## src/rtl/ddr_access_defs.svh

```systemverilog
/*
 * DDR access persona constants
 * Register file size, identification word and the on-chip memory geometry
 */
`ifndef DDR_ACCESS_DEFS_SVH
`define DDR_ACCESS_DEFS_SVH

// Number of 32-bit register words in each direction between host and logic
`define REG_FILE_IO_SIZE 8

// Identification word read back by the host to recognise this persona
`define PERSONA_ID 32'h0000_00ef

// Word memory standing in for DDR, the low address bits index it so addresses wrap
`define DDR_MEM_WORDS 256
`define DDR_ADDR_BITS 8

`endif

```

## src/rtl/pattern_pkg.sv

```systemverilog
/*
 * Pattern data definitions
 * Galois LFSR step shared by the datapath and the reference model
 */
package pattern_pkg;

   // Taps 32, 22, 2, 1 in right-shifting Galois form
   localparam logic [31:0] PATTERN_TAPS = 32'h8020_0003;

   // Next pattern word, a zero word stays zero
   function automatic logic [31:0] pattern_next(input logic [31:0] word);
      logic [31:0] shifted;
      shifted = word >> 1;
      return word[0] ? (shifted ^ PATTERN_TAPS) : shifted;
   endfunction

endpackage

```

## src/rtl/pattern_datapath.sv

```systemverilog
/*
 * Pattern and checksum datapath
 * LFSR pattern register for write data and a wrapping sum of read data
 */
`timescale 1ns/100ps

module pattern_datapath
   import pattern_pkg::*;
(
   input  logic        clk,
   input  logic        pr_logic_rst,
   input  logic        clr_io_reg,
   input  logic        load_seed,
   input  logic [31:0] seed,
   input  logic        pattern_step,
   input  logic        sum_en,
   input  logic [31:0] rd_data,
   output logic [31:0] pattern_state,
   output logic [31:0] checksum
);

   // The seed is a level, so the state holds the seed for as long as it is asserted
   // Without a load the state persists between runs
   always_ff @(posedge clk) begin
      if (pr_logic_rst) begin
         pattern_state <= 32'h0;
      end else if (load_seed) begin
         pattern_state <= seed;
      end else if (pattern_step) begin
         pattern_state <= pattern_next(pattern_state);
      end
   end

   // Accumulates across runs until the host clears it
   always_ff @(posedge clk) begin
      if (pr_logic_rst || clr_io_reg) begin
         checksum <= 32'h0;
      end else if (sum_en) begin
         checksum <= checksum + rd_data;
      end
   end

endmodule

```

## config.mk

```make
export PLATFORM = sky130hd
export DESIGN_NAME = pattern_datapath
export DESIGN_NICKNAME = d
export VERILOG_FILES = /design/src/rtl/ddr_access_defs.svh /design/src/rtl/pattern_pkg.sv /design/src/rtl/pattern_datapath.sv
export SDC_FILE = /design/constraint.sdc
export NUM_CORES = 1
export LEC_CHECK = 0
export BUFFER_PORTS_ARGS = -buffer_cell sky130_fd_sc_hd__buf_2
export CAP_MARGIN = 10
export CORE_ASPECT_RATIO = 0.7
export CORE_MARGIN = 3
export CORE_UTILIZATION = 39
export DETAILED_ROUTE_END_ITERATION = 10
export PLACE_DENSITY = 0.7
export SLEW_MARGIN = 20
export SYNTH_ARGS = -nofsm -noshare
export SYNTH_HDL_FRONTEND = slang
export SYNTH_SLANG_ARGS = --single-unit
```

## constraint.sdc

```tcl
create_clock -name clk -period 2.7 [get_ports clk]
set_clock_uncertainty 0.05 [all_clocks]
set_input_delay 0.54 -clock clk [delete_from_list [all_inputs] [get_ports clk]]
set_output_delay 0.54 -clock clk [all_outputs]
set_load 0.1 [all_outputs]
```

==> impl_metrics.tcl <==
set metrics [dict create \
    ys_async_sr_fraction_pct 0 \
    cts_inserted_buffers 9 \
    ys_seq_area_share_pct 30.6 \
    insertion_delay_ns 0.33 \
    min_path_type "in -> reg" \
    period_share_pct 101 \
    avgSynthCellArea_um2 8.04 \
    dp.cells 810 \
    fin_cells 833 \
    synth_common_cells "106 x nor2_1, 64 x dfxtp_1, 59 x a21oi_1" \
    cts_tree "yes" \
    rsz0062_at_grt "true" \
    die_x_um 130 \
    setup_violations 2 \
    multi_input_area_um2 2880 \
    clkTransAtPathRegs_ns 0.06 \
    port_buffers 133 \
    maxSlewHeadroom_pct 60.1 \
    grt_usage_pct 20.5 \
    die_h_um 92.6 \
    start_util_pct 41.6 \
    fillers 897 \
    synth_edf_count 0 \
    synthesis.area_um2 4180 \
    fin_area_um2 5880 \
    wl_per_cell_um 15.2 \
    finalNetCount 802 \
    syn_to_final_growth_pct 40.5 \
    num_antenna_cells 0 \
    synth_area_leader_cell "dfxtp_1" \
    cp_max_fo 2 \
    place.gp.congestion 0.950 \
    placedInstanceArea_um2 5390 \
    worst_pin_slew_ns 0.598 \
    synth-seq-cells 64 \
    clkPwrFrac_pct 37.5 \
    power_density_nw_per_um2 569 \
    yosysWarnings 0 \
    routed_wl_um 12600 \
    drtIter0Drc 195 \
    grt_max_degree 65 \
    p_leak_nw 2.91 \
    endpoint_kind "flip-flop" \
    synth_area_leaders "dfxtp_1 31%, mux2i_1 11%, nor2_1 9.5%" \
    status "finished, violations left" \
    yosysUniqueCellTypes 52 \
    cts_root_buf "clkbuf_16" \
    yosysMostFrequentCell "nor2_1" \
    boundaryPins 134 \
    synthDominantCellAreaShare_pct 30.6 \
    vias 4433 \
    avgViaCountPerCell 5.32 \
    max_freq_mhz 366 \
    p_comb_share_pct 31.4 \
    swShare_pct 36.7 \
    htreeDepth 3 \
    clk_path_buf_depth 2 \
    p_int_mw 2.12 \
    switchingPower_mw 1.23 \
    antenna_found_initial 0 \
    power_frac_seq_pct 31.0 \
    clock_sinks 64 \
    overflow 0 \
    dieArea_um2 12000 \
    critPathKind "reg -> reg" \
    synth_nets 622 \
    cap_viol_max_count 0 \
    syn_inst 520 \
    start_kind "flip-flop" \
    ir_drop_mv 0.378 \
    drive_gt1_share_pct 37.4 \
    dr.pass1.iters 5 \
    failed_checks "setup timing" \
    finalHoldViolCount 0 \
    seqCellArea_um2 1320 \
    synth_top_flop_cell "dfxtp_1" \
    ant_nets 0 \
    first_global_vias 4245 \
    grt_pass1_wl_um 20200 \
    worstPathRequired_ns 2.86 \
    setup_ws_ns -0.0309 \
    rr_worst_depth 11 \
    row_count 30 \
    fin_crit_ns 2.73 \
    min_delay_path_depth 3 \
    drcViolationCount 0 \
    critPathArrivalTime_ns 2.89 \
    drv_slew 0 \
    cts_hold_buf 0 \
    coreArea_um2 10100 \
    dp_hpwl_um 9730 \
]
==> worst max-delay path, cell delays in order (launching register included) <==
cell	delay [ns]
dfxtp_4	0.35
ha_4	0.16
fa_2	0.35
a21oi_2	0.19
o22ai_2	0.12
o311a_4	0.35
nor4_4	0.14
o31a_1	0.21
o211ai_1	0.15
o41ai_2	0.29
xor2_1	0.18
o21ai_1	0.07
==> flip-flops by register name, indices dropped and copies added, names as in the netlist <==
| register | count |
|---|---|
| checksum | 32 |
| pattern_state | 32 |
==> layout make-up <==
class	instances	area share (%)
inverter	10	0.639
multi-input combinational	418	49.0
tap	128	2.73
clock inverter	6	1.26
sequential	64	22.5
clock buffer	10	4.26
timing repair buffer	197	19.6
==> per-stage QoR <==
step	setup slack [ns]	setup TNS, ns	power [mW]	util, %	hold slack (ns)
2_1_floorplan	-0.0908	-0.0908	1.81	-	0.584
4_1_cts	-0.0955	-0.113	3.35	57.4	0.380
6_report	-0.0309	-0.0460	3.34	58.4	0.385
3_3_place_gp	-0.353	-3.02	2.06	53.6	0.408
5_1_grt	-0.132	-0.328	3.50	58.4	0.404
3_5_place_dp	-0.458	-3.95	2.08	53.6	0.410
==> layout by cell type (no fill, tap or decap), types with 8 or more instances in the layout <==
master / netlist / routed
buf_2: 2 / 133
nor2_1: 106 / 106
buf_4: 0 / 63
a21oi_1: 59 / 56
mux2i_1: 47 / 47
dfxtp_1: 64 / 39
ha_1: 31 / 29
nand2_1: 23 / 23
dfxtp_2: 0 / 21
xnor2_1: 19 / 18
o21ai_0: 18 / 17
nand3_1: 14 / 14
xor2_1: 10 / 10
inv_1: 10 / 10
clkbuf_16: 0 / 10
a21o_1: 8 / 8
==> routing by layer <==
metal / vias to the layer above / track usage, % / wire (µm)
met4: 0 / 4.93 / 136
met1: 2067 / 29.1 / 6240
met5: - / 0 / 0
met3: 17 / 3.92 / 657
li1: 2214 / - / -
met2: 135 / 32.0 / 5600
==> repair_timing <==
| item | in CTS | in global routing |
|---|---|---|
| pin swaps | 12 | 12 |
| buffers inserted | 4 | 3 |
| resized for setup | 4 | 14 |
| setup endpoints to repair | 3 | 15 |
==> logic make-up (layout without fill, tap and decap cells) <==
logic type | count (synthesis) | in the layout | share of synthesized area [%]
AOI/OAI and AO/OA | 134 | 134 | 20.6
xor gates and xnor gates | 29 | 29 | 6.07
adders and majority gates | 32 | 32 | 9.75
buffers and inverters | 38 | 223 | 3.47
DFF | 64 | 64 | 30.6
muxes | 48 | 48 | 11.5
and+or+nand+nor | 175 | 175 | 17.9
==> worst paths after layout <==
path                            slack [ns]                        endpoint                 startpoint
worst max-delay path                 -0.03       checksum[28]$_SDFFE_PP0P_   checksum[0]$_SDFFE_PP0P_
worst min-delay path                  0.39  pattern_state[28]$_SDFFE_PP0P_                   seed[28]
worst max register to register       -0.03       checksum[28]$_SDFFE_PP0P_   checksum[0]$_SDFFE_PP0P_
worst min register to register        0.43       checksum[19]$_SDFFE_PP0P_  checksum[19]$_SDFFE_PP0P_
==> power by group through the flow <==
stage	Combinational, mW	Sequential, mW	Clock, mW
5_1_grt	1.13	1.05	1.32
4_1_cts	1.03	1.04	1.28
6_report	1.05	1.04	1.25
3_5_place_dp	1.02	1.06	0
3_3_place_gp	1.00	1.06	0
2_1_floorplan	0.390	1.42	0
Note: power is estimated with default switching activity, not from simulation.
