[src/rtl/ddr_access_defs.svh]
/*
 * DDR access persona constants
 * Register file size, identification word and the on-chip memory geometry
 */
`ifndef DDR_ACCESS_DEFS_SVH
`define DDR_ACCESS_DEFS_SVH

// Number of 32-bit register words in each direction between host and logic
`define REG_FILE_IO_SIZE 8

// Identification word read back by the host to recognise this persona
`define PERSONA_ID 32'h0000_00ef

// Word memory standing in for DDR, the low address bits index it so addresses wrap
`define DDR_MEM_WORDS 256
`define DDR_ADDR_BITS 8

`endif

[src/rtl/persona_reg_pkg.sv]
/*
 * Register and status description for the DDR access persona
 * Holds the run phase reported to the host in the status word
 */
package persona_reg_pkg;

   // Phase of a run as seen by the host in status bits 2:1
   // The drain cycle after the last read reports as READ
   typedef enum logic [1:0] {
      IDLE  = 2'd0,
      WRITE = 2'd1,
      READ  = 2'd2,
      DONE  = 2'd3
   } access_phase_t;

endpackage

[src/rtl/ddr_access_persona_controller.sv]
/*
 * DDR access persona host register block
 * Edge-detects the clear and start controls, captures run parameters
 * and maps results and status into the logic-to-host words
 */
`timescale 1ns/100ps
`include "ddr_access_defs.svh"

module ddr_access_persona_controller
   import persona_reg_pkg::*;
(
   input  logic          clk,
   input  logic          pr_logic_rst,
   input  logic [31:0]   host_cntrl_register,
   input  logic [31:0]   host_pr [0:`REG_FILE_IO_SIZE-1],
   input  logic [31:0]   performance_cntr,
   input  logic [31:0]   checksum,
   input  logic [31:0]   pattern_state,
   input  logic          ddr_access_completed,
   input  logic          clear_start_operation,
   input  logic          busy_reg,
   input  access_phase_t phase,
   output logic          clr_io_reg,
   output logic [31:0]   persona_id,
   output logic [31:0]   pr_host [0:`REG_FILE_IO_SIZE-1],
   output logic          start_operation,
   output logic          load_seed,
   output logic          read_only,
   output logic [31:0]   mem_addr,
   output logic [31:0]   seed,
   output logic [31:0]   final_address
);

   // Captured copies of the clear and start bits and their delayed versions
   logic clear_q;
   logic clear_d;
   logic start_q;
   logic start_d;
   logic start_pulse;

   assign persona_id = `PERSONA_ID;

   // Result words, busy in bit 0 and the phase in bits 2:1 of the status word
   assign pr_host[0] = performance_cntr;
   assign pr_host[1] = {29'h0, phase, busy_reg};
   assign pr_host[2] = checksum;
   assign pr_host[3] = pattern_state;

   // Remaining words are not used by this persona and read as zero
   for (genvar i = 4; i < `REG_FILE_IO_SIZE; i++) begin : g_unused_words
      assign pr_host[i] = 32'h0;
   end

   // Control bits pass a capture stage before edge detection
   always_ff @(posedge clk) begin
      if (pr_logic_rst) begin
         clear_q         <= 1'b0;
         clear_d         <= 1'b0;
         start_q         <= 1'b0;
         start_d         <= 1'b0;
         start_pulse     <= 1'b0;
         clr_io_reg      <= 1'b0;
         start_operation <= 1'b0;
         load_seed       <= 1'b0;
         read_only       <= 1'b0;
      end else begin
         clear_q     <= host_cntrl_register[0];
         clear_d     <= clear_q;
         clr_io_reg  <= clear_q & ~clear_d;
         start_q     <= host_cntrl_register[2];
         start_d     <= start_q;
         start_pulse <= start_q & ~start_d;
         // The request is held until the sequencer takes it or a run completes
         if (start_pulse) begin
            start_operation <= 1'b1;
         end else if (clear_start_operation || ddr_access_completed) begin
            start_operation <= 1'b0;
         end
         load_seed <= host_cntrl_register[1];
         read_only <= host_cntrl_register[3];
      end
   end

   // Run parameters, final_address lags the start address by one cycle
   always_ff @(posedge clk) begin
      mem_addr      <= host_pr[0];
      seed          <= host_pr[1];
      final_address <= mem_addr + host_pr[2];
   end

endmodule

[config.mk]
export PLATFORM = sky130hd
export DESIGN_NAME = ddr_access_persona_controller
export DESIGN_NICKNAME = d
export VERILOG_FILES = /design/src/rtl/persona_reg_pkg.sv /design/src/rtl/ddr_access_persona_controller.sv
export VERILOG_INCLUDE_DIRS = /design/src /design/src/rtl
export SDC_FILE = /design/constraint.sdc
export NUM_CORES = 1
export LEC_CHECK = 0
export ABC_CLOCK_PERIOD_IN_PS = 3400
export BUFFER_PORTS_ARGS = -buffer_cell sky130_fd_sc_hd__buf_2
export CORE_AREA = 2 2 305 307
export CTS_CLUSTER_DIAMETER = 100
export DETAILED_ROUTE_END_ITERATION = 8
export DIE_AREA = 0 0 307 309
export SLEW_MARGIN = 30
export SYNTH_ARGS = -nofsm -noshare
export SYNTH_HDL_FRONTEND = slang
export SYNTH_SLANG_ARGS = --single-unit
[constraint.sdc]
create_clock -name clk -period 3.4 [get_ports clk]
set_input_delay 0.51 -clock clk [delete_from_list [all_inputs] [get_ports clk]]
set_output_delay 0.51 -clock clk [all_outputs]
set_load 0.05 [all_outputs]
==> results.sh <==
export IMPL_wl_per_cell_um=14.6
export IMPL_wl_met3_um=4820
export IMPL_layout_drive_gt1_share_pct=32.6
export IMPL_numCtsBuffers=9
export IMPL_pwr_share_comb_pct=38.4
export IMPL_yosysSeqAreaShare_pct=34.7
export IMPL_highest_layer="met5"
export IMPL_synth_edff_count=0
export IMPL_grt_pass1_wl_um=35300
export IMPL_p_sw_mw=1.98
export IMPL_ir_drop_v=0.000343
export IMPL_final_antenna_net_count=0
export IMPL_tightest_slew_ns=0.716
export IMPL_firstDrtPassIters=4
export IMPL_synthesis_area_sq_um=6060
export IMPL_syn_to_final_growth_pct=24.3
export IMPL_finalCritPeriodShare_pct=86.2
export IMPL_dpl_instance_area_sq_um=7210
export IMPL_synth_cells=643
export IMPL_dp_hpwl_um=25800
export IMPL_leakage_nw=3.37
export IMPL_dr_total_vias=4251
export IMPL_p_seq_share_pct=33.1
export IMPL_hold_buffers=0
export IMPL_synth_seq_cells=105
export IMPL_maxSlewHeadroom_pct=51.9
export IMPL_wl_met1_um=12300
export IMPL_r2r_start="mem_addr[8]"
export IMPL_hold_viol_final=0
export IMPL_ys_types=55
export IMPL_dieArea_sq_um=94900
export IMPL_end_kind="flip-flop"
export IMPL_ys_warn_count=0
export IMPL_synth_simple_area_share_pct=6.38
export IMPL_cp_arrival_ns=3.22
export IMPL_min_period_ns=2.93
export IMPL_synth_top_family_by_area="buffers and inverters"
export IMPL_cts_tree="done"
export IMPL_slew_viol_final=0
export IMPL_design_core_area_sq_um=91400
export IMPL_rows=111
export IMPL_num_io_pins=779
export IMPL_grt_pass1_vias=3857
export IMPL_drt_iter0_drc=138
export IMPL_synth_area_leaders="buf_4 36%, dfxtp_1 35%, ha_1 6.4%"
export IMPL_grt_max_degree=20
export IMPL_finalPower_mw=4.23
export IMPL_synth_xor_area_share_pct=4.05
export IMPL_maxCapViolCount=0
export IMPL_viasPerCell=2.17
export IMPL_place_inst=1943
export IMPL_clk_latency_ns=0.42
export IMPL_outcome="completed"
export IMPL_clk_pin_slew_ns=0.10
export IMPL_post_cts_buffers=0
export IMPL_start_util_pct=6.63
export IMPL_start_kind="flip-flop"
export IMPL_fill_cells=10700
export IMPL_synth_flop_cell="dfxtp_1"
export IMPL_crit_start="mem_addr[8]"
export IMPL_root_buffer="clkbuf_16"
export IMPL_p_sw_share_pct=46.9
export IMPL_wl_met2_um=9690
export IMPL_async_flop_share_pct=0
export IMPL_die_h_um=309
export IMPL_fmax_ghz=0.341
export IMPL_cts_max_level=3
export IMPL_antenna_found_initial=15
export IMPL_fin_tns_setup_ns=0
export IMPL_top_regs="final_address (32), mem_addr (32), seed (32)"
export IMPL_worstSetupPathType="flip-flop to flip-flop"
export IMPL_drt_wl_total_um=28700
export IMPL_yosys_top_cells_count="288 x buf_4, 105 x dfxtp_1, 31 x ha_1"
export IMPL_crit_fanout=5
export IMPL_hold_class="input pin to flip-flop"
export IMPL_hold_start="host_pr[236]"
export IMPL_stdcell_area_sq_um=7530
export IMPL_synthAdderAreaFrac_pct=6.73
export IMPL_grt_usage_pct=5.93
export IMPL_cts_resized=0
export IMPL_synth_avg_cell_area_sq_um=9.43
export IMPL_gp_congestion=0.691
export IMPL_fin_skew_ns=0.0244
export IMPL_pwr_share_clk_pct=28.4
export IMPL_internal_power_mw=2.25
export IMPL_synth_top_area_share_pct=35.7
export IMPL_clockBufferDepth=2
export IMPL_synth_most_common_cell="buf_4"
export IMPL_finalNonFillerCells=1961
export IMPL_synth_compound_area_share_pct=11.1
export IMPL_p_per_area_nw_per_um2=562
export IMPL_setup_violations=0
export IMPL_die_width_um=307
export IMPL_muxShareOfSynthArea_pct=0.330
export IMPL_rsz0062_at_grt="no"
export IMPL_clock_sinks=105
export IMPL_synth_top_cell_by_area="buf_4"
export IMPL_fin_nets=1191
export IMPL_critPathRequiredTime_ns=3.69
export IMPL_port_buffer_count=203
export IMPL_grt_overflow_total=0
export IMPL_utilization_pct=8.24
export IMPL_drcViolationCount=0
-- power groups by stage --
stage	clock (mW)	combinational [mW]	sequential, mW
floorplan	0	1.22	1.88
global placement	0	1.64	1.43
detailed placement	0	1.64	1.44
CTS	1.30	1.65	1.41
global route	1.32	1.73	1.42
finish	1.20	1.63	1.40
-- path summary, 6_finish.rpt --
check                            to  slack (ns)  cells past startpoint
setup / recovery  final_address[31]        0.47                      9
hold reg to reg         start_pulse        0.39                      1
hold / removal         mem_addr[12]        0.18                      1
setup reg to reg  final_address[31]        0.47                      9
-- stage by stage --
stage / worst slack, ns / hold WS [ns]
after floorplan: 0.832 / 0.367
after global placement: 0.266 / 0.379
after detailed placement: 0.263 / 0.390
after CTS: 0.458 / 0.136
after global routing: 0.361 / 0.151
final: 0.470 / 0.184
-- placed cells by master, fill, tap and decap left out, types with 2 or more instances in the layout --
cell type | synthesis | routed
o21ai_0 | 14 | 14
nor2b_1 | 8 | 8
o21ai_2 | 3 | 3
nor2_1 | 11 | 11
diode_2 | 0 | 2
buf_4 | 288 | 18
clkbuf_16 | 0 | 9
nand3_1 | 7 | 7
a31oi_1 | 4 | 4
xnor2_1 | 12 | 12
a21oi_1 | 29 | 29
or2_2 | 4 | 4
ha_1 | 31 | 31
o21bai_1 | 5 | 5
a211o_1 | 2 | 2
a211oi_1 | 2 | 2
conb_1 | 2 | 189
and2_1 | 2 | 2
nand2b_1 | 3 | 3
nor3_1 | 4 | 4
o22ai_1 | 2 | 2
a21o_1 | 17 | 17
clkinvlp_4 | 0 | 2
o211ai_1 | 2 | 2
inv_1 | 8 | 8
buf_2 | 2 | 203
dfxtp_1 | 105 | 105
xor2_1 | 16 | 16
o221ai_1 | 2 | 2
nand2_1 | 21 | 21
nand4_1 | 7 | 7
mux2i_1 | 2 | 2
-- per-layer routing --
| layer | track usage, % | vias up |
|---|---|---|
| met1 | 7.17 | 1846 |
| met4 | 4.22 | 12 |
| met5 | 0 | - |
| met2 | 6.89 | 361 |
| li1 | - | 1913 |
| met3 | 4.47 | 119 |
-- worst max-delay path, cell delays in order, from the launching register on --
cell and delay [ns]:
dfxtp_1 0.39, ha_1 0.41, nand3_2 0.20, a211oi_2 0.27, o21ai_2 0.08, buf_4 0.17, a22oi_4 0.32, a31oi_4 0.22
o311a_1 0.37, or3_1 0.35
-- cells by family after synthesis --
kind of cell,Yosys count
adders and majority gates,32
muxes,2
DFF,105
xor gates and xnor gates,28
AOI/OAI and AO/OA,97
buffers and inverters,302
and+or+nand+nor,75
other,2
-- final cells by class --
cell class	count	area, sq um	share of cell area, %
repair buffers	221	1150	15.3
clock inverters	7	90.1	1.20
multi-input cells	423	2440	32.4
diodes	2	5.00	0.0665
flip-flops and latches	105	2100	27.9
clock buffers	9	225	2.99
well taps	1186	1480	19.7
inverters	8	30.0	0.399
(Power assumes the default switching activity.)
