## src/rtl/ddr_access_defs.svh

```systemverilog
/*
 * DDR access persona constants
 * Register file size, identification word and the on-chip memory geometry
 */
`ifndef DDR_ACCESS_DEFS_SVH
`define DDR_ACCESS_DEFS_SVH

// Number of 32-bit register words in each direction between host and logic
`define REG_FILE_IO_SIZE 8

// Identification word read back by the host to recognise this persona
`define PERSONA_ID 32'h0000_00ef

// Word memory standing in for DDR, the low address bits index it so addresses wrap
`define DDR_MEM_WORDS 256
`define DDR_ADDR_BITS 8

`endif

```

## src/rtl/access_counters.sv

```systemverilog
/*
 * Address counter and busy cycle counter
 * Walks the run range and counts every cycle the persona is busy
 */
`timescale 1ns/100ps

module access_counters (
   input  logic        clk,
   input  logic        pr_logic_rst,
   input  logic        clr_io_reg,
   input  logic [31:0] mem_addr,
   input  logic [31:0] final_address,
   input  logic        addr_load,
   input  logic        addr_step,
   input  logic        busy_reg,
   output logic [31:0] cur_addr,
   output logic        addr_last,
   output logic [31:0] performance_cntr
);

   // While idle the check is on the start address itself, which catches an empty range
   // During a pass it looks one step ahead so the pass ends on the final word
   assign addr_last = busy_reg ? ((cur_addr + 32'd1) == final_address)
                               : (mem_addr == final_address);

   // Load wins over step when a pass ends and the next one begins
   always_ff @(posedge clk) begin
      if (pr_logic_rst) begin
         cur_addr <= 32'h0;
      end else if (addr_load) begin
         cur_addr <= mem_addr;
      end else if (addr_step) begin
         cur_addr <= cur_addr + 32'd1;
      end
   end

   // Busy cycle count, cleared by the host and otherwise kept across runs
   always_ff @(posedge clk) begin
      if (pr_logic_rst || clr_io_reg) begin
         performance_cntr <= 32'h0;
      end else if (busy_reg) begin
         performance_cntr <= performance_cntr + 32'd1;
      end
   end

endmodule

```

## config.mk

```make
export PLATFORM = sky130hd
export DESIGN_NAME = access_counters
export DESIGN_NICKNAME = d
export VERILOG_FILES = /design/src/rtl/ddr_access_defs.svh /design/src/rtl/access_counters.sv
export SDC_FILE = /design/constraint.sdc
export NUM_CORES = 1
export LEC_CHECK = 0
export BUFFER_PORTS_ARGS = -buffer_cell sky130_fd_sc_hd__buf_2
export CAP_MARGIN = 10
export CORE_UTILIZATION = 40
export CTS_CLUSTER_SIZE = 14
export DETAILED_ROUTE_END_ITERATION = 10
export PLACE_DENSITY = 0.69
export SYNTH_ARGS = -nofsm -noshare
export SYNTH_HDL_FRONTEND = slang
export SYNTH_SLANG_ARGS = --single-unit
export TNS_END_PERCENT = 30
```

## constraint.sdc

```tcl
create_clock -name clk -period 8.2 [get_ports clk]
set_input_delay 1.64 -clock clk [delete_from_list [all_inputs] [get_ports clk]]
set_output_delay 1.64 -clock clk [all_outputs]
set_load 0.02 [all_outputs]
```

==> results.md, run 1 <==
* Max IR drop VDD at 0.0000919 V
* GPL Wtd Cong at 0.980
* Worst rel slew slack at 0.273
* Ys flop type: dfxtp_1
* Final setup margin at about 2.8 ns
* Final Non-Filler Cells at roughly 880
* CORE AREA at approximately 0.012 mm2
* Status: finished with violations
* Cells after synthesis at roughly 630
* Crit path required time at 6.56 ns
* Vias in the first global route at between 4000 and 5000
* WP data arrival at ~3.8 ns
* Crit. End Element: primary output
* Via-to-Cell Ratio at around 5.7
* Power Dens Cells at approximately 160 mW/mm2
* Nets at approximately 810
* Grt met3 use at 0.0475
* DRC at 12
* Total routed wirelength at approximately 16000 um
* Initial antenna violation count at 0
* Actual slew at the worst max-slew pin at ~1.1 ns
* Total gr overflow at 0
* WHS at 0.518 ns
* Setup violations, final at 0
* Synth Area per Inst at between 7 and 8 um2
* Layout cell share with drive strength beyond 1 at 0.238
* CTS tree: yes
* Final Instance Area at 0.00586 mm2
* IO Count at 135
* Placed cells at between 800 and 900
* Crit-path max FO at 30
* CP Launch Type: input port
* Post-synthesis sequential area ratio at 0.263
* Total power at about 0.93 mW
* GR peak layer: met2
* Setup bufs post-CTS at 0
* RSZ-0062 raised after global routing: false
* Die Y at 112 um
* Die Span X at between 100 and 150 um
* Post-DP HPWL at 12400 um
* Hold_buf cts at 0
* Largest net degree at the start of global routing at between 50 and 60
* Area of the die at between 0.01 and 0.015 mm2
* Global Route met2 Usage at 0.414
* DR pass1 iterations at 8
* Clock root buffer: clkbuf_16
* Clock sinks at 64
* Synth warn at 0
* Htree depth at 3
* Row Count at 39
* Post-Place Cell Area at roughly 0.0055 mm2
* Final Max Tran Viols at 0
* Post-synth EDFFs at 0
* Clock skew at around 0.0053 ns
* Initial Util at 0.417
* Layout Utilization at 0.502
* Met1 Resource Use GR at 0.360
* Place WS at between 2 and 3 ns
* Vias at just over 5000
* Fin crit share at 0.659
* HP Class: reg2reg
* Worst skew pair latency at 0.35 ns
* Final Hold Viols at 0
* Worst-path clk slew at ~0.06 ns
* Total CTS buffers at 9
* GRT Total Usage at 0.266
* Wirelength per Cell at between 15 and 20 um
* Fraction of registers with async set/reset at 0
* Post-cts gate resize count at 0
* Max-Cap Viols at 0
* Ant. Diodes at 0
* Synth unique cells at between 60 and 70
* Max clock buf depth at 2
* Minimum clock period after layout at ~5.4 ns
* Detailed Route Iter0 Violations at 405
* Failing checks: DRC
* First-pass GRT wire length at ~26000 um
* Yosys reg bits at 64
* Max Clock Freq at between 0.15 and 0.2 GHz
* Mapped Area at a little under 0.005 mm2
* Net Count, Synth at about 700
* IO buf count at ~130
* Leakage at 2.30 nW
* Routed Antenna Nets at 0
* Setup TNS at 0 ns
* Area Growth Syn to Fin at 20.3%
* Critical setup path kind: in2out
[power breakdown]
| part | total, mW | leakage (nW) | internal (mW) | switching (mW) |
|---|---|---|---|---|
| clock | 0.431 | 0.154 | 0.270 | 0.161 |
| sequential | 0.345 | 0.522 | 0.320 | 0.0251 |
| combinational | 0.149 | 1.63 | 0.0609 | 0.0877 |
| total | 0.925 | 2.30 | 0.651 | 0.274 |
[sequential cells by signal (all words and copies together) (netlist names)]
signal / count
performance_cntr: 32
cur_addr: 32
[worst max-delay path, cell delays in order]
cell and delay [ns]:
buf_2 0.45, inv_1 0.26, nor2_1 0.18, a311oi_1 0.13, xnor2_1 0.18, nor3b_1 0.20, o2111ai_1 0.14, nor4_2 0.34
buf_2 0.23
[final timing paths]
check	from	endpoint	slack [ns]	cells after the start
min	performance_cntr[7]	performance_cntr[7]	0.52	2
max	busy_reg	addr_last	2.80	9
max reg2reg	cur_addr[0]	cur_addr[28]	5.66	8
min reg2reg	performance_cntr[7]	performance_cntr[7]	0.52	2
[layout by cell type (no fill, tap or decap), drive strengths merged, types with 5 or more instances in the layout]
cell type and n:
xor2 60, nor2 104, xnor2 62, o21ai 11, a21oi 32, dfxtp 64, nand2 41, mux2i 10
clkbuf 9, nor3 17, nand4 32, nor2b 5, and3 13, or3 5, inv 11, and4 12
nor4 16, buf 136, nand3 35
[cell usage after synthesis (13+ instances only)]
cell | number | area, um2
nand3_1 | 31 | 155
and3_1 | 13 | 81.3
xnor2_1 | 62 | 543
clkbuf_1 | 21 | 78.8
dfxtp_1 | 64 | 1280
xor2_1 | 60 | 526
nor3_1 | 15 | 75.1
a21oi_1 | 32 | 160
nand2_1 | 41 | 154
nand4_1 | 27 | 169
nor2_1 | 103 | 387
buf_2 | 14 | 70.1
[kinds of logic after synthesis]
group                    synth area share
AO/OA/AOI/OAI                       0.112
buffers and inverters              0.0493
multiplexers                       0.0236
AND/OR/NAND/NOR                     0.327
adder cells (fa/ha/maj)           0.00514
XOR/XNOR                            0.219
flip-flops                          0.263
[routing by layer]
layer / share of wire / vias to the layer above
met1: 0.45 / 2367
met4: 0.028 / 0
met3: 0.075 / 34
met5: 0 / -
li1: - / 2428
met2: 0.44 / 238
[final cells by class]
cell class                      count  area, um2
Clock buffer                        9        225
Clock inverter                      7        104
Fill cell                        1155       5810
Inverter                            9       33.8
Multi-Input combinational cell    514       3350
Sequential cell                    64       1280
Tap cell                          143        179
Timing Repair Buffer              136        686
(Power assumes the default switching activity.)
==> run 2: changes to the inputs <==
Settings changed: ABC_AREA from default to 1, PLACE_DENSITY 0.69 to 0.68.
Clock period 8.2 ns to 5.2 ns, I/O delays scaled along.
==> results.md, run 2 <==
* Most frequent cells after synthesis: 334 x nand2_1, 107 x nand3_1, 105 x inv_1
* First-pass GRT wire length at ~26000 um
* Ant. Diodes at 0
* Critical-path top delay cell: buf_2
* Crit path required time at 4.16 ns
* Yosys reg bits at 64
* Clock root buffer: clkbuf_16
* Die Span X at roughly 120 um
* Max-Cap Viols at 0
* Clock skew at between 0.004 and 0.005 ns
* Synth top area share at 0.249
* Fraction of registers with async set/reset at 0
* Mapped Area at 0.00515 mm2
* Power Dens Cells at roughly 230 mW/mm2
* Post-cts gate resize count at 0
* Worst-path clk slew at roughly 0.050 ns
* RSZ-0062 raised after global routing: false
* Area of the die at approximately 0.013 mm2
* Worst-path cell chain: buf_2, inv_1, nand2_1, nand2_1, nand2_1, nand2_1, inv_1, nand2_1, nor2_1, nand2_1, nor2_1, nand2_1, nor2_1, nand2_1, nor2_1, nand2_1, nor2_2, buf_2
* Die Y at between 100 and 150 um
* Row Count at 41
* Synth warn at 0
* Total CTS buffers at 9
* Post-synthesis sequential area ratio at 0.249
* IO buf count at approximately 130
* Layout cell share with drive strength beyond 1 at 0.201
* Synth unique cells at 35
* CORE AREA at roughly 0.013 mm2
* Total gr overflow at 0
* Net Count, Synth at 982
* Worst rel slew slack at 0.493
* CTS tree: yes
* Htree depth at 3
* Vias in the first global route at approximately 5500
* Actual slew at the worst max-slew pin at roughly 0.76 ns
* Setup bufs post-CTS at 0
* Final setup margin at 1.15 ns
* Vias at between 6000 and 7000
* Wirelength per Cell at around 13 um
* Initial Util at 0.410
* Cells after synthesis at 910
* Crit-path max FO at 39
* Worst skew pair latency at around 0.35 ns
* Most common cell on crit path: nand2_1
* Most numerous cell in the Yosys netlist: nand2_1
* Ys flop type: dfxtp_1
* Largest net degree at the start of global routing at 40
* IO Count at 135
* Detailed Route Iter0 Violations at 500
* Leakage at around 3.1 nW
* HP Class: reg2reg
* Via-to-Cell Ratio at just over 5
* Most frequent cells in the layout: 334 x nand2_1, 134 x buf_2, 107 x nand3_1
* Synth top area cells: dfxtp_1 25%, nand2_1 24%, nand3_1 10%
* Max IR drop VDD at 0.000124 V
* Max Clock Freq at between 0.2 and 0.25 GHz
* Clock sinks at between 60 and 70
* Max clock buf depth at 2
* Area Growth Syn to Fin at 22.7%
* Hold_buf cts at 0
* Peak per-stage delay on the critical path at around 0.53 ns
* Post-DP HPWL at between 10000 and 15000 um
* Final Hold Viols at 0
* WP data arrival at roughly 3.0 ns
* Nets at 1107
* Cell taking the most area after synthesis: dfxtp_1
* DRC at 0
* Place WS at roughly 1.2 ns
* Minimum clock period after layout at 4.05 ns
* Critical setup path kind: in2out
* Post-synth EDFFs at 0
* Crit. End Element: primary output
* Routed Antenna Nets at 0
* Status: completed
* Largest regs: cur_addr x32, performance_cntr x32
* GRT Total Usage at 0.252
* Final Max Tran Viols at 0
* DR pass1 iterations at 5
* Total routed wirelength at roughly 16000 um
* Most common cell after layout, fill and taps aside: nand2_1
* Initial antenna violation count at 1
* GPL Wtd Cong at a little over 0.9
* CP Launch Type: input port
* Setup violations, final at 0
* Synth Area per Inst at approximately 5.7 um2
* Fin crit share at 0.778
* Fill count at around 1400
* Setup TNS at 0 ns
## run 2: cell count changes after synthesis, sizes merged, moves of 22 or more
| cell | change |
|---|---|
| xnor2 | -58 |
| inv | +97 |
| nand2 | +305 |
| nand3 | +76 |
| nand4 | -22 |
| a31oi | +28 |
| xor2 | -52 |
## run 2: cell families after synthesis
logic type	count (synthesis)	share of synthesized area
xor+xnor	12	0.0204
simple gates	618	0.537
compound gates	82	0.0898
buf+inv	132	0.0990
fa+ha+maj	2	0.00485
flops	64	0.249
## run 2: where the power goes
group	internal, mW	switching, mW
clock	0.478	0.239
combinational	0.0863	0.142
sequential	0.506	0.0256
total	1.07	0.407
## run 2: worst paths after layout
path	start	end	slack, ns	cells past startpoint
hold / removal	performance_cntr[31]	performance_cntr[31]	0.46	2
setup / recovery	busy_reg	addr_last	1.15	18
hold reg to reg	performance_cntr[31]	performance_cntr[31]	0.46	2
setup reg to reg	performance_cntr[6]	performance_cntr[25]	3.27	9
## run 2: metal layers
metal,vias up,track usage,share of wire
li1,3170,-,-
met1,2697,0.332,0.47
met2,206,0.412,0.45
met3,27,0.0481,0.067
met4,2,0.0866,0.017
met5,-,0,0.00049
## run 2: through the flow
step	power, mW	cells	utilization	area (um2)	hold slack, ns
after CTS	1.49	1211	0.503	6320	0.462
after global placement	0.767	1196	0.476	5980	0.455
after detailed placement	0.769	1196	0.476	5980	0.451
after global routing	1.54	1211	0.503	6320	0.485
final	1.48	1211	0.503	6320	0.464
after floorplan	0.684	910	-	5150	0.537
## run 2: worst max-delay path, delay by kind of cell
| family | cells | cell delay [ns] |
|---|---|---|
| buf+inv | 4 | 0.86 |
| simple gates | 14 | 1.09 |
## run 2: area by class of cell
type	instances	area [um2]	area share
inverters	106	398	0.0629
clock inverters	5	105	0.0166
multi-input cells	714	3370	0.533
repair buffers	140	716	0.113
clock buffers	10	239	0.0378
well taps	172	215	0.0340
flip-flops and latches	64	1280	0.203
