<file path="src/rtl/ddr_access_defs.svh">
/*
 * DDR access persona constants
 * Register file size, identification word and the on-chip memory geometry
 */
`ifndef DDR_ACCESS_DEFS_SVH
`define DDR_ACCESS_DEFS_SVH

// Number of 32-bit register words in each direction between host and logic
`define REG_FILE_IO_SIZE 8

// Identification word read back by the host to recognise this persona
`define PERSONA_ID 32'h0000_00ef

// Word memory standing in for DDR, the low address bits index it so addresses wrap
`define DDR_MEM_WORDS 256
`define DDR_ADDR_BITS 8

`endif

</file>
<file path="src/rtl/persona_reg_pkg.sv">
/*
 * Register and status description for the DDR access persona
 * Holds the run phase reported to the host in the status word
 */
package persona_reg_pkg;

   // Phase of a run as seen by the host in status bits 2:1
   // The drain cycle after the last read reports as READ
   typedef enum logic [1:0] {
      IDLE  = 2'd0,
      WRITE = 2'd1,
      READ  = 2'd2,
      DONE  = 2'd3
   } access_phase_t;

endpackage

</file>
<file path="src/rtl/access_sequencer.sv">
/*
 * Run sequencer for the DDR access persona
 * Steps through a write pass, a read pass with one drain cycle and a done cycle
 */
`timescale 1ns/100ps

module access_sequencer
   import persona_reg_pkg::*;
(
   input  logic          clk,
   input  logic          pr_logic_rst,
   input  logic          start_operation,
   input  logic          read_only,
   input  logic          addr_last,
   output logic          clear_start_operation,
   output logic          ddr_access_completed,
   output logic          busy_reg,
   output access_phase_t phase,
   output logic          addr_load,
   output logic          addr_step,
   output logic          mem_we,
   output logic          pattern_step,
   output logic          sum_en
);

   // Set for the single cycle after the last read, while read data is still in flight
   logic drain_q;
   // High on every cycle that issues a memory read
   logic rd_issue;

   assign rd_issue = (phase == READ) && !drain_q;

   // A start request is taken only from IDLE
   assign clear_start_operation = (phase == IDLE) && start_operation;
   // Load from the start address at run start and again between the two passes
   assign addr_load    = clear_start_operation || ((phase == WRITE) && addr_last);
   assign addr_step    = (phase == WRITE) || rd_issue;
   assign mem_we       = (phase == WRITE);
   assign pattern_step = (phase == WRITE);

   assign busy_reg             = (phase != IDLE);
   assign ddr_access_completed = (phase == DONE);

   always_ff @(posedge clk) begin
      if (pr_logic_rst) begin
         phase   <= IDLE;
         drain_q <= 1'b0;
         sum_en  <= 1'b0;
      end else begin
         // Read data returns one cycle after the address
         sum_en <= rd_issue;
         case (phase)
            IDLE: begin
               // In IDLE addr_last flags an empty range, so the run only drains
               if (start_operation) begin
                  if (addr_last) begin
                     phase   <= READ;
                     drain_q <= 1'b1;
                  end else if (read_only) begin
                     phase <= READ;
                  end else begin
                     phase <= WRITE;
                  end
               end
            end
            WRITE: begin
               if (addr_last) begin
                  phase <= READ;
               end
            end
            READ: begin
               if (drain_q) begin
                  phase   <= DONE;
                  drain_q <= 1'b0;
               end else if (addr_last) begin
                  drain_q <= 1'b1;
               end
            end
            default: begin
               phase <= IDLE;
            end
         endcase
      end
   end

endmodule

</file>
<file path="config.mk">
export PLATFORM = sky130hd
export DESIGN_NAME = access_sequencer
export DESIGN_NICKNAME = d
export VERILOG_FILES = /design/src/rtl/ddr_access_defs.svh /design/src/rtl/persona_reg_pkg.sv /design/src/rtl/access_sequencer.sv
export SDC_FILE = /design/constraint.sdc
export NUM_CORES = 1
export LEC_CHECK = 0
export BUFFER_PORTS_ARGS = -buffer_cell sky130_fd_sc_hd__buf_2
export CORE_AREA = 3 3 40 42
export CTS_CLUSTER_DIAMETER = 200
export CTS_CLUSTER_SIZE = 30
export DETAILED_ROUTE_END_ITERATION = 8
export DIE_AREA = 0 0 43 45
export SYNTH_ARGS = -nofsm -noshare
export SYNTH_HDL_FRONTEND = slang
export SYNTH_SLANG_ARGS = --single-unit
export TNS_END_PERCENT = 100
</file>
<file path="constraint.sdc">
create_clock -name clk -period 1.8 [get_ports clk]
set_input_delay 0.18 -clock clk [delete_from_list [all_inputs] [get_ports clk]]
set_output_delay 0.18 -clock clk [all_outputs]
set_load 0.02 [all_outputs]
</file>
==> results of run 1 <==
## synth_stat cells (2+ instances only)
cell      number  share of area
a21oi_1        4          0.062
or3_1          2          0.039
nand2b_1       2          0.039
ha_1           7           0.27
dfxtp_1        4           0.25
o21ai_0        2          0.031
nor2_1         3          0.035
inv_1          5          0.058
## metal layers
| metal | GRT usage | wire length, um | up-vias | share of wire |
|---|---|---|---|---|
| li1 | - | - | 165 | - |
| met1 | 0.0988 | 290 | 135 | 0.43 |
| met2 | 0.141 | 343 | 8 | 0.50 |
| met3 | 0.0598 | 48 | 0 | 0.070 |
| met4 | 0.0181 | 0 | 0 | 0 |
| met5 | 0 | 0 | - | 0 |
## how the worst max path moves through the flow
| stage | start | to | slack, ns | depth (start not counted) |
|---|---|---|---|---|
| after floorplan | phase[0] | phase[0] | 0.006 | 6 |
| after CTS | phase[1] | phase[1] | 0.25 | 6 |
| after global routing | phase[1] | phase[0] | 0.16 | 6 |
| final | phase[1] | phase[1] | 0.26 | 6 |
| after detailed placement | phase[1] | phase[1] | 0.26 | 6 |
| after global placement | phase[1] | phase[1] | 0.27 | 6 |
## registers in the layout, summed over array words and instances (netlist names)
signal / flops
sum_en: 1
drain_q: 1
phase: 2
## through the flow
step | hold slack (ns) | utilization | std cells | power, mW | instance area, um^2
global placement | 0.396 | 0.327 | 69 | 0.608 | 420
finish | 0.149 | 0.345 | 72 | 0.711 | 443
detailed placement | 0.392 | 0.327 | 69 | 0.612 | 420
CTS | 0.143 | 0.345 | 72 | 0.729 | 443
global route | 0.149 | 0.345 | 72 | 0.790 | 443
floorplan | 0.249 | - | 39 | 0.468 | 324
## cell families (layout without fill, tap and decap cells)
family	Yosys count	in the layout	synth area share
and+or+nand+nor	12	12	0.205
AOI/OAI and AO/OA	10	10	0.197
adders and majority gates	7	7	0.270
buffers and inverters	6	24	0.0811
DFF	4	4	0.247
## power by group through the flow
stage	registers [mW]	logic, mW	clock network (mW)
final	0.129	0.473	0.109
after global routing	0.134	0.532	0.125
after CTS	0.130	0.482	0.117
after detailed placement	0.131	0.481	0
after global placement	0.131	0.478	0
after floorplan	0.174	0.294	0
## cell type report
class | instances | share of cell area
sequential | 4 | 0.181
tap | 15 | 0.0424
clock buffer | 3 | 0.0508
timing repair buffer | 16 | 0.192
inverter | 5 | 0.0424
multi-input combinational | 29 | 0.492
==> run summary, run 1 <==
Fin crit share = 0.854
Seq. cell area = 80.1 um^2
Synthesized area = 324 um^2
Leakage = 0.243 nW
Num ports = 15
Max-cap violations = 0
Clock sinks = 4
Post-route DRC = 0
# fillers = 142
DP HPWL = 602 um
CP endpoint kind = flop
Max Fclk = 0.650 GHz
Synthesized instance count = 39
Routed wire length = 682 um
Postcts setup bufs = 0
Crit path arrival time = 1.70 ns
CP max stage delay = 0.38 ns
Critical path, cell by cell = buf_4, ha_1, nand2b_1, o221ai_1, or3_1, a21oi_1
Die footprint = 1940 um^2
CTS hold repair buffers = 0
# diodes = 0
Htree depth = 1
Grt total ovfl = 0
Initial antenna violation count = 0
Core footprint = 1280 um^2
Largest net degree at the start of global routing = 8
Vias in the first global route = 294
Hold endpoint = phase[0]
Starting density of the core = 0.252
Reg2Reg Setup Slack = 0.26 ns
Minimum clock period = 1.54 ns
Hold path start = pr_logic_rst
Worst Hold Class = primary input to flop
Critical-path maximum fanout = 6
Max Slew Vio Count = 0
DRT antenna net count = 0
#FFs+latches synth = 4
Net Sw Power = 0.336 mW
Nets = 71
Post-synth top flop = dfxtp_1
Wire per inst = 9.47 um
RR Startpoint = phase[1]
Max IR drop VDD = 0.602 mV
Area of the multi-input gates = 218 um^2
DP Worst Slack = 0.262 ns
1st-pass router iterations = 2
CP Class = flop to flop
Total GRT Usage = 0.0883
Unique masters post-synth = 18
Area growth, synth to finish = 36.7%
Fin Setup TNS = 0 ns
Placement row count = 13
Power Internal = 0.375 mW
Skew-Pair Late Insertion Delay = 0.23 ns
Global-route wire length before repair = 1230 um
Height of the chip = 45 um
CTS Buffer Depth = 2
Sequential power share = 0.182
# port buffers = 14
Async SR Flop Fraction = 0
Unrepaired setup endpoints after global routing = no
Final Hold Violating Endpoints = 0
Setup violations, final = 0
Slowest cell on the critical path = or3_1
Combinational power share = 0.665
GPL Wtd Cong = 0.780
Clock skew = 0.00123 ns
Clock power frac = 0.153
Share of cells above drive strength 1 = 0.368
R2R cell count = 6
Slew HR = 0.785
CTS Buf Count = 3
EDFF count, synth = 0
Synthesized net count = 51
CTS tree = done
WHS Path Cells = 2
Post-route setup slack = 0.263 ns
Seq/Total Area, Yosys = 0.247
Vias/cell = 4.28
Syn_area_per_cell = 8.31 um^2
Via count = 308
Reg-to-reg critical path endpoint = phase[1]
Buffers & Inverters on Critical Path = 1
Yosys warnings = 0
Cts repair resizes = 0
Crit-path leading delay family = simple AND/OR/NAND/NOR gates
Slew of the pin with the lowest slew margin = 0.323 ns
CP Data Required Time = 1.96 ns
Reg clk slew, reported paths = 0.04 ns
Most common cell after layout, fill and taps aside = buf_2
Status = finished clean
Sw Share = 0.473
Cell Pwr Density = 1610 nW/um^2
Root Driver = clkbuf_4
Most frequent cells in the layout = buf_2 (14), ha_1 (7), inv_1 (5)
CP Launch Type = flop
Die width = 43 um
Iter 0 DRT Violations = 3
(Power assumes the default switching activity.)
==> run 2: changes to the inputs <==
--- a/config.mk
+++ b/config.mk
@@ -7,6 +7,7 @@
 export LEC_CHECK = 0
 export BUFFER_PORTS_ARGS = -buffer_cell sky130_fd_sc_hd__buf_2
 export CORE_AREA = 3 3 40 42
+export CTS_BUF_LIST = sky130_fd_sc_hd__clkbuf_8
 export CTS_CLUSTER_DIAMETER = 200
 export CTS_CLUSTER_SIZE = 30
 export DETAILED_ROUTE_END_ITERATION = 8
==> run summary, run 2 (synthesis results as in run 1) <==
Status = finished clean
Cts repair resizes = 0 (unchanged)
CTS Buffer Depth = 2 (unchanged)
Biggest regs = phase (2), drain_q (1), sum_en (1)
Fin Setup TNS = 0 ns (unchanged)
CTS Buf Count = 3 (unchanged)
Total GRT Usage = 0.0874 (-0.000833)
Placement row count = 13 (unchanged)
Initial antenna violation count = 0 (unchanged)
Share of cells above drive strength 1 = 0.368 (unchanged)
CP Class = flop to flop
Skew-Pair Late Insertion Delay = 0.21 ns (-0.02 ns)
Setup violations, final = 0 (unchanged)
Via count = 308 (unchanged)
Worst Hold Class = primary input to flop
Max-cap violations = 0 (unchanged)
Routed wire length = 685 um (+0.44%)
Max Fclk = 0.651 GHz (about the same)
Vias in the first global route = 293 (-0.34%)
Unrepaired setup endpoints after global routing = no
CP Data Required Time = 1.94 ns (-0.02 ns)
Wire per inst = 9.51 um (+0.44%)
# fillers = 144 (+1.4%)
Most frequent cells in the layout = buf_2 (14), ha_1 (7), inv_1 (5)
Core footprint = 1280 um^2 (unchanged)
# diodes = 0 (unchanged)
Grt total ovfl = 0 (unchanged)
Hold Worst Slack = 0.169 ns (+0.0205 ns)
Nets = 71 (unchanged)
CTS tree = done
Clock sinks = 4 (unchanged)
CP endpoint kind = flop
Global-route wire length before repair = 1210 um (-1.1%)
Slew of the pin with the lowest slew margin = 0.323 ns (unchanged)
Iter 0 DRT Violations = 2 (-1)
CTS hold repair buffers = 0 (unchanged)
# port buffers = 14 (unchanged)
Cell Pwr Density = 1700 nW/um^2 (+6.1%)
Largest net degree at the start of global routing = 8 (unchanged)
Slew HR = 0.785 (unchanged)
Final Non-Filler Cells = 72 (unchanged)
Die width = 43 um (unchanged)
CP Launch Type = flop
Area growth, synth to finish = 42.5%
Height of the chip = 45 um (unchanged)
Starting density of the core = 0.252 (unchanged)
Most common cell after layout, fill and taps aside = buf_2
Critical-path maximum fanout = 6 (unchanged)
Placed Cells = 69 (unchanged)
1st-pass router iterations = 2 (unchanged)
Postcts setup bufs = 0 (unchanged)
Vias/cell = 4.28 (unchanged)
Max Slew Vio Count = 0 (unchanged)
Num ports = 15 (unchanged)
DP HPWL = 602 um (unchanged)
Final Hold Violating Endpoints = 0 (unchanged)
Post-route DRC = 0 (unchanged)
Crit path arrival time = 1.68 ns (-0.02 ns)
Leakage = 0.250 nW (+3.2%)
Max IR drop VDD = 0.702 mV (+17%)
GPL Wtd Cong = 0.780 (unchanged)
DRT antenna net count = 0 (unchanged)
Fin crit share = 0.854 (about the same)
Minimum clock period = 1.54 ns (-0.000559 ns)
Htree depth = 1 (unchanged)
Max reg flops = 2 (unchanged)
Reg clk slew, reported paths = 0.03 ns (about the same)
Clock skew = 0.00234 ns (+0.00111 ns)
Root Driver = clkbuf_8
Die footprint = 1940 um^2 (unchanged)
Largest register by flop count = phase
[run 2: area by class of cell]
cell class	count	area, um^2	area share
Multi-Input combinational cell	29	218	0.472
Clock buffer	3	41.3	0.0894
Timing Repair Buffer	16	85.1	0.184
Inverter	5	18.8	0.0407
Sequential cell	4	80.1	0.173
Tap cell	15	18.8	0.0407
[run 2: worst max-delay path, stage by stage, from the launching register on]
cell	delay, ns
dfxtp_1	0.29
buf_4	0.15
ha_1	0.20
nand2b_1	0.12
o221ai_1	0.18
or3_1	0.38
a21oi_1	0.14
[run 2: path summary, 6_finish.rpt]
kind / start / to / slack, ns / depth (start not counted)
hold / removal: pr_logic_rst / phase[0] / 0.17 / 2
hold reg to reg: drain_q / drain_q / 0.47 / 1
setup reg to reg: phase[1] / phase[1] / 0.26 / 6
setup / recovery: phase[1] / phase[1] / 0.26 / 6
[run 2: per-layer routing]
| layer | global-route usage | vias to the layer above | share of wire |
|---|---|---|---|
| met4 | 0.0181 | 0 | 0 |
| met2 | 0.141 | 8 | 0.50 |
| met3 | 0.0598 | 0 | 0.074 |
| met5 | 0 | - | 0 |
| met1 | 0.0964 | 135 | 0.42 |
| li1 | - | 165 | - |
[run 2: per-stage QoR]
stage          setup WS (ns)  utilization  power (mW)  area [um^2]
2_1_floorplan        0.00574            -       0.468          324
3_3_place_gp           0.274        0.327       0.608          420
3_5_place_dp           0.262        0.327       0.612          420
4_1_cts                0.254        0.359       0.804          462
5_1_grt                0.161        0.359       0.866          462
6_report               0.263        0.359       0.787          462
[run 2: power breakdown]
part           internal, mW  switching, mW
registers             0.118         0.0121
clock network         0.142         0.0418
logic                 0.183          0.290
total                 0.443          0.343
